`src/hw/rv32_pkg.sv`:
```
// RV32I core shared definitions
// Word widths, opcode and ALU codes, pipeline register layouts
`default_nettype none

package rv32_pkg;

    // --------------------------------------------------
    // Basic widths
    // --------------------------------------------------
    typedef logic [31:0] xlen_t;
    typedef logic [31:0] instr_t;
    typedef logic [4:0]  reg_addr_t;
    typedef logic [3:0]  alu_op_t;

    // Major opcodes, instr[6:0]
    localparam logic [6:0] OPC_OP     = 7'b0110011;
    localparam logic [6:0] OPC_OP_IMM = 7'b0010011;
    localparam logic [6:0] OPC_LUI    = 7'b0110111;
    localparam logic [6:0] OPC_AUIPC  = 7'b0010111;
    localparam logic [6:0] OPC_BRANCH = 7'b1100011;
    localparam logic [6:0] OPC_JAL    = 7'b1101111;
    localparam logic [6:0] OPC_JALR   = 7'b1100111;

    // ALU operation codes
    localparam alu_op_t ALU_ADD    = 4'd0;
    localparam alu_op_t ALU_SUB    = 4'd1;
    localparam alu_op_t ALU_AND    = 4'd2;
    localparam alu_op_t ALU_OR     = 4'd3;
    localparam alu_op_t ALU_XOR    = 4'd4;
    localparam alu_op_t ALU_SLL    = 4'd5;
    localparam alu_op_t ALU_SRL    = 4'd6;
    localparam alu_op_t ALU_SRA    = 4'd7;
    localparam alu_op_t ALU_SLT    = 4'd8;
    localparam alu_op_t ALU_SLTU   = 4'd9;
    // Operand B straight through, used by LUI
    localparam alu_op_t ALU_PASS_B = 4'd10;

    // ADDI x0, x0, 0
    localparam instr_t NOP_INSTR = 32'h0000_0013;

    // --------------------------------------------------
    // Pipeline registers
    // --------------------------------------------------
    // Decoded instruction held in ID/EX
    typedef struct packed {
        logic      valid;
        xlen_t     pc;
        reg_addr_t rs1;
        reg_addr_t rs2;
        xlen_t     rs1_data;
        xlen_t     rs2_data;
        xlen_t     imm;
        reg_addr_t rd;
        logic      reg_write;
        alu_op_t   alu_op;
        // Operand B from immediate
        logic      use_imm;
        // Operand A from pc, AUIPC only
        logic      use_pc;
        logic      is_branch;
        logic      is_jal;
        logic      is_jalr;
        // Branch condition select
        logic [2:0] funct3;
    } id_ex_t;

    // Retiring result into the register file
    typedef struct packed {
        logic      valid;
        reg_addr_t rd;
        xlen_t     data;
    } wb_t;

    // Redirect from execute back to fetch
    typedef struct packed {
        logic  valid;
        xlen_t target;
    } redirect_t;

endpackage

`default_nettype wire

```
`src/hw/alu.sv`:
```
// RV32I integer ALU
// Add, subtract, logic, shifts, set-less-than and pass-B
`timescale 1ns/1ns
`default_nettype none

module alu (
    input  rv32_pkg::alu_op_t alu_op,
    input  rv32_pkg::xlen_t   a,
    input  rv32_pkg::xlen_t   b,
    output rv32_pkg::xlen_t   result
);

    import rv32_pkg::*;

    logic [4:0] shamt;

    // Shift amount from the low five bits only
    assign shamt = b[4:0];

    always_comb begin
        case (alu_op)
            ALU_ADD:    result = a + b;
            ALU_SUB:    result = a - b;
            ALU_AND:    result = a & b;
            ALU_OR:     result = a | b;
            ALU_XOR:    result = a ^ b;
            ALU_SLL:    result = a << shamt;
            ALU_SRL:    result = a >> shamt;
            // Arithmetic shift keeps the sign
            ALU_SRA:    result = xlen_t'($signed(a) >>> shamt);
            ALU_SLT:    result = {31'b0, $signed(a) < $signed(b)};
            ALU_SLTU:   result = {31'b0, a < b};
            ALU_PASS_B: result = b;
            default:    result = '0;
        endcase
    end

endmodule

`default_nettype wire

```
`src/hw/decode_unit.sv`:
```
// Decode stage
// Field split, immediates, control bits and the ID/EX register
`timescale 1ns/1ns
`default_nettype none

module decode_unit (
    input  logic                clk,
    input  logic                rst,
    input  logic                if_valid,
    input  rv32_pkg::xlen_t     if_pc,
    input  rv32_pkg::instr_t    if_instr,
    input  rv32_pkg::redirect_t redirect,
    output rv32_pkg::reg_addr_t rs1_addr,
    output rv32_pkg::reg_addr_t rs2_addr,
    input  rv32_pkg::xlen_t     rs1_data,
    input  rv32_pkg::xlen_t     rs2_data,
    output rv32_pkg::id_ex_t    id_ex
);

    import rv32_pkg::*;

    logic [6:0] opcode;
    logic [2:0] funct3;
    logic [6:0] funct7;
    reg_addr_t  rd;
    xlen_t      imm_i;
    xlen_t      imm_u;
    xlen_t      imm_b;
    xlen_t      imm_j;
    id_ex_t     id_ex_d;

    // --------------------------------------------------
    // Fields and immediates
    // --------------------------------------------------
    assign opcode   = if_instr[6:0];
    assign rd       = if_instr[11:7];
    assign funct3   = if_instr[14:12];
    assign rs1_addr = if_instr[19:15];
    assign rs2_addr = if_instr[24:20];
    assign funct7   = if_instr[31:25];

    assign imm_i = {{20{if_instr[31]}}, if_instr[31:20]};
    assign imm_u = {if_instr[31:12], 12'b0};
    // Branch offset, bit 0 always zero
    assign imm_b = {{19{if_instr[31]}}, if_instr[31], if_instr[7],
                    if_instr[30:25], if_instr[11:8], 1'b0};
    assign imm_j = {{11{if_instr[31]}}, if_instr[31], if_instr[19:12],
                    if_instr[20], if_instr[30:21], 1'b0};

    // funct3 to ALU op, alt is funct7[5]
    // SUB exists only in the register form
    function automatic alu_op_t alu_decode(input logic [2:0] f3, input logic alt,
                                           input logic is_reg);
        alu_op_t op;
        case (f3)
            3'b000:  op = (alt && is_reg) ? ALU_SUB : ALU_ADD;
            3'b001:  op = ALU_SLL;
            3'b010:  op = ALU_SLT;
            3'b011:  op = ALU_SLTU;
            3'b100:  op = ALU_XOR;
            3'b101:  op = alt ? ALU_SRA : ALU_SRL;
            3'b110:  op = ALU_OR;
            default: op = ALU_AND;
        endcase
        return op;
    endfunction

    // --------------------------------------------------
    // Control generation
    // --------------------------------------------------
    always_comb begin
        id_ex_d           = '0;
        id_ex_d.valid     = if_valid;
        id_ex_d.pc        = if_pc;
        id_ex_d.rs1       = rs1_addr;
        id_ex_d.rs2       = rs2_addr;
        id_ex_d.rs1_data  = rs1_data;
        id_ex_d.rs2_data  = rs2_data;
        id_ex_d.rd        = rd;
        id_ex_d.funct3    = funct3;
        id_ex_d.imm       = imm_i;
        id_ex_d.alu_op    = ALU_ADD;
        case (opcode)
            OPC_OP: begin
                id_ex_d.reg_write = 1'b1;
                id_ex_d.alu_op    = alu_decode(funct3, funct7[5], 1'b1);
            end
            OPC_OP_IMM: begin
                id_ex_d.reg_write = 1'b1;
                id_ex_d.use_imm   = 1'b1;
                id_ex_d.alu_op    = alu_decode(funct3, funct7[5], 1'b0);
            end
            OPC_LUI: begin
                id_ex_d.reg_write = 1'b1;
                id_ex_d.use_imm   = 1'b1;
                id_ex_d.imm       = imm_u;
                id_ex_d.alu_op    = ALU_PASS_B;
            end
            OPC_AUIPC: begin
                id_ex_d.reg_write = 1'b1;
                id_ex_d.use_imm   = 1'b1;
                id_ex_d.use_pc    = 1'b1;
                id_ex_d.imm       = imm_u;
            end
            OPC_BRANCH: begin
                id_ex_d.is_branch = 1'b1;
                id_ex_d.imm       = imm_b;
            end
            OPC_JAL: begin
                id_ex_d.reg_write = 1'b1;
                id_ex_d.is_jal    = 1'b1;
                id_ex_d.imm       = imm_j;
            end
            OPC_JALR: begin
                id_ex_d.reg_write = 1'b1;
                id_ex_d.is_jalr   = 1'b1;
            end
            // Unknown opcode, no register write
            default: ;
        endcase
    end

    // ID/EX register, younger slot killed on redirect
    always_ff @(posedge clk) begin
        id_ex <= id_ex_d;
        if (rst || redirect.valid) begin
            id_ex.valid <= 1'b0;
        end
    end

endmodule

`default_nettype wire

```
`src/hw/execute_unit.sv`:
```
// Execute stage
// Forwarding, ALU, branch and jump resolution, EX/WB register
`timescale 1ns/1ns
`default_nettype none

module execute_unit (
    input  logic                clk,
    input  logic                rst,
    input  rv32_pkg::id_ex_t    id_ex,
    output rv32_pkg::redirect_t redirect,
    output rv32_pkg::wb_t       wb
);

    import rv32_pkg::*;

    logic  fwd_rs1;
    logic  fwd_rs2;
    logic  cond;
    logic  take;
    logic  is_jump;
    xlen_t op_rs1;
    xlen_t op_rs2;
    xlen_t alu_a;
    xlen_t alu_b;
    xlen_t alu_result;
    xlen_t pc_plus4;
    xlen_t target;
    xlen_t result;

    // --------------------------------------------------
    // Operand forwarding from EX/WB
    // --------------------------------------------------
    assign fwd_rs1 = wb.valid && wb.rd != '0 && wb.rd == id_ex.rs1;
    assign fwd_rs2 = wb.valid && wb.rd != '0 && wb.rd == id_ex.rs2;

    assign op_rs1 = fwd_rs1 ? wb.data : id_ex.rs1_data;
    assign op_rs2 = fwd_rs2 ? wb.data : id_ex.rs2_data;

    // pc as A for AUIPC, immediate as B for I-type and upper forms
    assign alu_a = id_ex.use_pc ? id_ex.pc : op_rs1;
    assign alu_b = id_ex.use_imm ? id_ex.imm : op_rs2;

    alu u_alu (
        .alu_op (id_ex.alu_op),
        .a      (alu_a),
        .b      (alu_b),
        .result (alu_result)
    );

    // --------------------------------------------------
    // Branch and jump resolution
    // --------------------------------------------------
    always_comb begin
        case (id_ex.funct3)
            3'b000:  cond = op_rs1 == op_rs2;
            3'b001:  cond = op_rs1 != op_rs2;
            3'b100:  cond = $signed(op_rs1) < $signed(op_rs2);
            3'b101:  cond = $signed(op_rs1) >= $signed(op_rs2);
            3'b110:  cond = op_rs1 < op_rs2;
            3'b111:  cond = op_rs1 >= op_rs2;
            // Reserved encodings never taken
            default: cond = 1'b0;
        endcase
    end

    assign is_jump = id_ex.is_jal || id_ex.is_jalr;
    assign take    = id_ex.valid && ((id_ex.is_branch && cond) || is_jump);

    // JALR target has bit 0 cleared
    assign target = id_ex.is_jalr ? ((op_rs1 + id_ex.imm) & ~32'd1)
                                  : (id_ex.pc + id_ex.imm);

    assign redirect.valid  = take;
    assign redirect.target = target;

    // Link value for jumps
    assign pc_plus4 = id_ex.pc + 32'd4;
    assign result   = is_jump ? pc_plus4 : alu_result;

    // --------------------------------------------------
    // EX/WB register
    // --------------------------------------------------
    always_ff @(posedge clk) begin
        if (rst) begin
            wb.valid <= 1'b0;
        end else begin
            wb.valid <= id_ex.valid && id_ex.reg_write && id_ex.rd != '0;
        end
        wb.rd   <= id_ex.rd;
        wb.data <= result;
    end

endmodule

`default_nettype wire

```
`src/hw/fetch_unit.sv`:
```
// Fetch stage
// Program counter, not-taken prediction, IF/ID register
`timescale 1ns/1ns
`default_nettype none

module fetch_unit #(
    parameter rv32_pkg::xlen_t RESET_PC = '0
) (
    input  logic                clk,
    input  logic                rst,
    output rv32_pkg::xlen_t     imem_addr,
    input  rv32_pkg::instr_t    imem_data,
    input  rv32_pkg::redirect_t redirect,
    output logic                if_valid,
    output rv32_pkg::xlen_t     if_pc,
    output rv32_pkg::instr_t    if_instr
);

    import rv32_pkg::*;

    xlen_t pc;

    // Next pc is pc+4 unless execute resolves a taken branch or a jump
    always_ff @(posedge clk) begin
        if (rst) begin
            pc <= RESET_PC;
        end else if (redirect.valid) begin
            pc <= redirect.target;
        end else begin
            pc <= pc + 32'd4;
        end
    end

    // Memory read is combinational in the same cycle
    assign imem_addr = pc;

    // --------------------------------------------------
    // IF/ID register
    // --------------------------------------------------
    always_ff @(posedge clk) begin
        if_pc <= pc;
        // Slot fetched under a redirect becomes a bubble
        if (rst || redirect.valid) begin
            if_valid <= 1'b0;
            if_instr <= NOP_INSTR;
        end else begin
            if_valid <= 1'b1;
            if_instr <= imem_data;
        end
    end

endmodule

`default_nettype wire

```
`src/hw/register_file.sv`:
```
// Integer register file, 32 x 32
// x0 reads zero, writes bypass to the read ports
`timescale 1ns/1ns
`default_nettype none

module register_file (
    input  logic                clk,
    input  logic                rst,
    input  rv32_pkg::reg_addr_t rs1_addr,
    input  rv32_pkg::reg_addr_t rs2_addr,
    output rv32_pkg::xlen_t     rs1_data,
    output rv32_pkg::xlen_t     rs2_data,
    input  rv32_pkg::wb_t       wb
);

    import rv32_pkg::*;

    // No storage for x0
    xlen_t regs [1:31];

    always_ff @(posedge clk) begin
        if (rst) begin
            for (int i = 1; i < 32; i++) begin
                regs[i] <= '0;
            end
        end else if (wb.valid && wb.rd != '0) begin
            regs[wb.rd] <= wb.data;
        end
    end

    // Same-cycle write wins over the stored value
    function automatic xlen_t read_port(input reg_addr_t addr);
        xlen_t value;
        if (addr == '0) begin
            value = '0;
        end else if (wb.valid && wb.rd == addr) begin
            value = wb.data;
        end else begin
            value = regs[addr];
        end
        return value;
    endfunction

    always_comb begin
        rs1_data = read_port(rs1_addr);
        rs2_data = read_port(rs2_addr);
    end

endmodule

`default_nettype wire

```
`src/hw/rv32i_core.sv`:
```
// RV32I core top level
// Four stages with branch redirect resolved in execute
`timescale 1ns/1ns
`default_nettype none

module rv32i_core #(
    parameter rv32_pkg::xlen_t RESET_PC = '0
) (
    input  logic             clk,
    input  logic             rst,
    output rv32_pkg::xlen_t  imem_addr,
    input  rv32_pkg::instr_t imem_data,
    output rv32_pkg::wb_t    wb
);

    import rv32_pkg::*;

    // IF/ID
    logic      if_valid;
    xlen_t     if_pc;
    instr_t    if_instr;

    // Register file read ports
    reg_addr_t rs1_addr;
    reg_addr_t rs2_addr;
    xlen_t     rs1_data;
    xlen_t     rs2_data;

    // ID/EX and the execute feedback
    id_ex_t    id_ex;
    redirect_t redirect;

    fetch_unit #(
        .RESET_PC (RESET_PC)
    ) u_fetch (
        .clk       (clk),
        .rst       (rst),
        .imem_addr (imem_addr),
        .imem_data (imem_data),
        .redirect  (redirect),
        .if_valid  (if_valid),
        .if_pc     (if_pc),
        .if_instr  (if_instr)
    );

    decode_unit u_decode (
        .clk      (clk),
        .rst      (rst),
        .if_valid (if_valid),
        .if_pc    (if_pc),
        .if_instr (if_instr),
        .redirect (redirect),
        .rs1_addr (rs1_addr),
        .rs2_addr (rs2_addr),
        .rs1_data (rs1_data),
        .rs2_data (rs2_data),
        .id_ex    (id_ex)
    );

    // Write port is driven by EX/WB directly
    register_file u_regfile (
        .clk      (clk),
        .rst      (rst),
        .rs1_addr (rs1_addr),
        .rs2_addr (rs2_addr),
        .rs1_data (rs1_data),
        .rs2_data (rs2_data),
        .wb       (wb)
    );

    execute_unit u_execute (
        .clk      (clk),
        .rst      (rst),
        .id_ex    (id_ex),
        .redirect (redirect),
        .wb       (wb)
    );

endmodule

`default_nettype wire

```
`config.mk`:
```
export PLATFORM = sky130hd
export DESIGN_NAME = rv32i_core
export DESIGN_NICKNAME = d
export VERILOG_FILES = /design/src/hw/rv32_pkg.sv /design/src/hw/alu.sv /design/src/hw/decode_unit.sv /design/src/hw/execute_unit.sv /design/src/hw/fetch_unit.sv /design/src/hw/register_file.sv /design/src/hw/rv32i_core.sv
export SDC_FILE = /design/constraint.sdc
export NUM_CORES = 2
export LEC_CHECK = 0
export BUFFER_PORTS_ARGS = -buffer_cell sky130_fd_sc_hd__buf_2
export CAP_MARGIN = 5
export CELL_PAD_IN_SITES_DETAIL_PLACEMENT = 1
export CELL_PAD_IN_SITES_GLOBAL_PLACEMENT = 2
export CORE_MARGIN = 1
export CORE_UTILIZATION = 41
export DETAILED_ROUTE_END_ITERATION = 6
export PLACE_DENSITY_LB_ADDON = 0.1
export SYNTH_ARGS = -nofsm -noshare
export SYNTH_HDL_FRONTEND = slang
export SYNTH_HIERARCHICAL = 1
export SYNTH_SLANG_ARGS = --single-unit
```
`constraint.sdc`:
```
create_clock -name clk -period 5.2 [get_ports clk]
set_input_delay 0.78 -clock clk [delete_from_list [all_inputs] [get_ports clk]]
set_output_delay 0.78 -clock clk [all_outputs]
set_load 0.005 [all_outputs]
```
==> qor.csv <==
stage;metric;value;unit
status;outcome;complete, no violations;
sta;setup_viol;0;
detailed_routing;first_pass_iters;6;
sta;tightest_slew;1.26;ns
floorplan;io_pins;104;
layout;area.sequential;36600;um2
job;maxCapViolations;0;
layout;final_cell_mix;1041 x and2_1, 1024 x edfxtp_1, 634 x buf_4;
grt;overflow;0;
placed_design;gp_congestion;0.977;
placed_design;dp_hpwl;251000;um
detailed_routing;post_drt_wl_per_cell;37.5;um
pwr;switching_share;36.6;%
layout;multi_input_area;40600;um2
synth;ys_async_sr_fraction;0;%
synth;syn_inst;6712;
pwr;ir_drop;324;uV
clocking;insertion_delay;0.87;ns
clocking;cts-root-buf;clkbuf_16;
placed_design;io_buffers;103;
layout;layout.nets;7334;
pwr;p_clk_share;31.3;%
detailed_routing;num_vias;62300;
critical_path;r2r_cells;21;
sta;hold_violations;0;
sta;hold_ws;0.149;ns
critical_path;setup.worst_path.start_class;flip-flop;
sta;rsz0062_at_grt;true;
pwr;p_sw;12.6;mW
clocking;htreeDepth;4;
synth;ys_seq_area_share;46.3;%
grt;grt_pass1_vias;62900;
synth;syn_avg_cell_area;11.8;um2
synth;synth-seq-cells;1316;
layout;final_common_cell;and2_1;
critical_path;critPathKind;reg2reg;
pwr;p_total;34.5;mW
grt;track_usage;37.0;%
synth;synth_edf_count;1024;
pwr;combPwrFrac;31.9;%
clocking;cts_sinks;1316;
pwr;cellPowerDensity;374;nW/um2
layout;fillers;19700;
detailed_routing;postRouteAntennaNets;0;
critical_path;r2r_start;u_execute/wb[34];
sta;finalCriticalPeriod;5.18;ns
clocking;path_clk_slew;0.06;ns
floorplan;floorplan.die_area;194000;um2
floorplan;start_util;41.4;%
synth;synth.cell_area;79000;um2
detailed_routing;drt_iter0_markers;6273;
worst_hold_path;holdPathEnd;u_fetch/if_instr[11];
grt;grt_pass1_wl;500000;um
synth;ys.warnings.count;6;
clocking;hold_buffers;0;
pwr;internal-power;21.9;mW
sta;slew-limit-headroom;15.7;%
sta;period_share;99.5;%
layout;layout-drive-gt1-share;25.1;%
worst_hold_path;hp-start;imem_data[11];
synth;yosys_most_used_dff;edfxtp_1;
critical_path;critPathMaxFanout;21;
layout;area_growth;16.8;%
pwr;seqPwrFrac;36.8;%
sta;drv_slew;0;
grt;grt_start_max_net_pins;86;
critical_path;worst_ep_arrival_time;5.88;ns
critical_path;cp-end-kind;flip-flop;
grt;antenna_found_initial;18;
detailed_routing;wirelength;365000;um
sta;setup_tns;0;ns
worst_hold_path;holdPathStages;2;
detailed_routing;drc;0;
critical_path;reg2reg_to;u_execute/wb[24];
floorplan;die_y;441;um
sta;finClkSkew;0.0904;ns
floorplan;core;191000;um2
floorplan;die_w;441;um
sta;max_freq;193;MHz
clocking;numCtsBuffers;151;
clocking;cts_tree;yes;
critical_path;r2r_setup_slack;0.02;ns
worst_hold_path;hold_path.class;in2reg;
synth;synth_cell_types;119;
critical_path;critical_path_required;5.91;ns
clocking;clockBufferDepth;3;
detailed_routing;vias_per_cell;6.39;
pwr;p_leak;34.6;nW
floorplan;rows;160;
per-stage QoR:
| step | cell area (um2) | utilization (%) | setup WS (ns) | cells |
|---|---|---|---|---|
| CTS | 91300 | 47.8 | -0.0445 | 9717 |
| detailed placement | 85700 | 44.9 | -0.871 | 9420 |
| floorplan | 79100 | - | 0.0267 | 6743 |
| finish | 92200 | 48.3 | 0.0239 | 9747 |
| global placement | 85700 | 44.9 | -0.801 | 9420 |
| global route | 92200 | 48.3 | -0.0943 | 9735 |
state kept, by name, summed over array words and instances (netlist names):
name,flops
u_regfile/regs,1024
u_fetch/if_valid,1
u_decode/id_ex,157
u_fetch/if_instr,32
u_fetch/imem_addr,32
u_fetch/if_pc,32
u_execute/wb,38
worst max-delay path by stage:
| stage | from | to | slack (ns) | cells after the start |
|---|---|---|---|---|
| floorplan | u_execute/wb[32] | u_execute/wb[25] | 0.03 | 22 |
| global placement | u_execute/wb[35] | u_execute/wb[24] | -0.80 | 22 |
| detailed placement | u_execute/wb[35] | u_execute/wb[24] | -0.87 | 23 |
| CTS | u_execute/wb[32] | u_execute/wb[24] | -0.04 | 26 |
| global route | u_execute/wb[34] | u_fetch/imem_addr[16] | -0.09 | 23 |
| finish | u_execute/wb[34] | u_execute/wb[24] | 0.02 | 21 |
logic make-up (layout without fill, tap and decap cells):
kind of cell | Yosys count | after routing | synth area share (%)
and+or+nand+nor | 2045 | 2045 | 14.5
AOI/OAI and AO/OA | 1322 | 1322 | 11.6
DFF | 1316 | 1316 | 46.3
muxes | 963 | 963 | 18.8
buffers and inverters | 754 | 1233 | 4.31
adders and majority gates | 199 | 199 | 3.18
xor gates and xnor gates | 112 | 112 | 1.24
other | 1 | 46 | 0.00475
power groups by stage:
stage	Clock [mW]	Sequential (mW)	Combinational [mW]
2_1_floorplan	0	12.6	5.09
3_3_place_gp	0	12.9	10.2
3_5_place_dp	0	12.9	10.3
4_1_cts	10.9	12.7	10.5
5_1_grt	11.3	12.7	11.4
6_report	10.8	12.7	11.0
area by class of cell:
type | count | area share [%]
repair buffers | 789 | 6.71
well taps | 2511 | 3.41
clock buffers | 186 | 4.36
inverters | 170 | 0.699
flip-flops and latches | 1316 | 39.7
multi-input cells | 4673 | 44.1
diodes | 14 | 0.0380
clock inverters | 88 | 1.01
cell usage after synthesis (81+ instances only):
master    number  area (um2)
mux4_2       404        9100
ha_1         196        2450
mux2i_1      457        4570
mux2_2        91        1020
dfxtp_1      292        5850
buf_2         82         410
a21oi_1      285        1430
a211oi_1      84         631
clkbuf_1     379        1420
inv_1        162         608
a22oi_1      125         938
edfxtp_1    1024       30700
o21ai_1       81         405
nor2_1       339        1270
o21ai_0      138         691
and2_1      1042        6520
nand2_1      235         882
critical path, stage by stage, from the launching register on:
cell and delay, ns:
dfxtp_2 0.34, or4_4 0.52, o21ai_4 0.16, buf_4 0.15, nor4_4 0.05, buf_12 0.15
buf_12 0.14, mux2i_1 0.42, mux2i_4 0.21, inv_2 0.19, buf_4 0.39, mux2_2 0.46
buf_4 0.16, o211ai_1 0.27, o22ai_1 0.14, buf_4 0.17, nand4_1 0.21, a2111oi_4 0.09
o41ai_2 0.43, buf_4 0.18, nor2_1 0.04, a21oi_1 0.14
what timing repair did:
action,CTS,global route
gates resized for setup,102,170
setup buffers,22,19
gates cloned,1,1
setup endpoints to repair,94,86
pin swaps,26,59
routing by layer:
metal	GRT usage [%]	part of all wire (%)	vias up	wire, um
met4	23.6	7.6	2	27800
met2	60.2	47	2894	171000
met1	45.5	38	32500	140000
li1	-	-	26100	-
met5	0	0.0041	-	15
met3	6.43	7.2	783	26400
No activity file was read; power rests on OpenSTA's default activity.
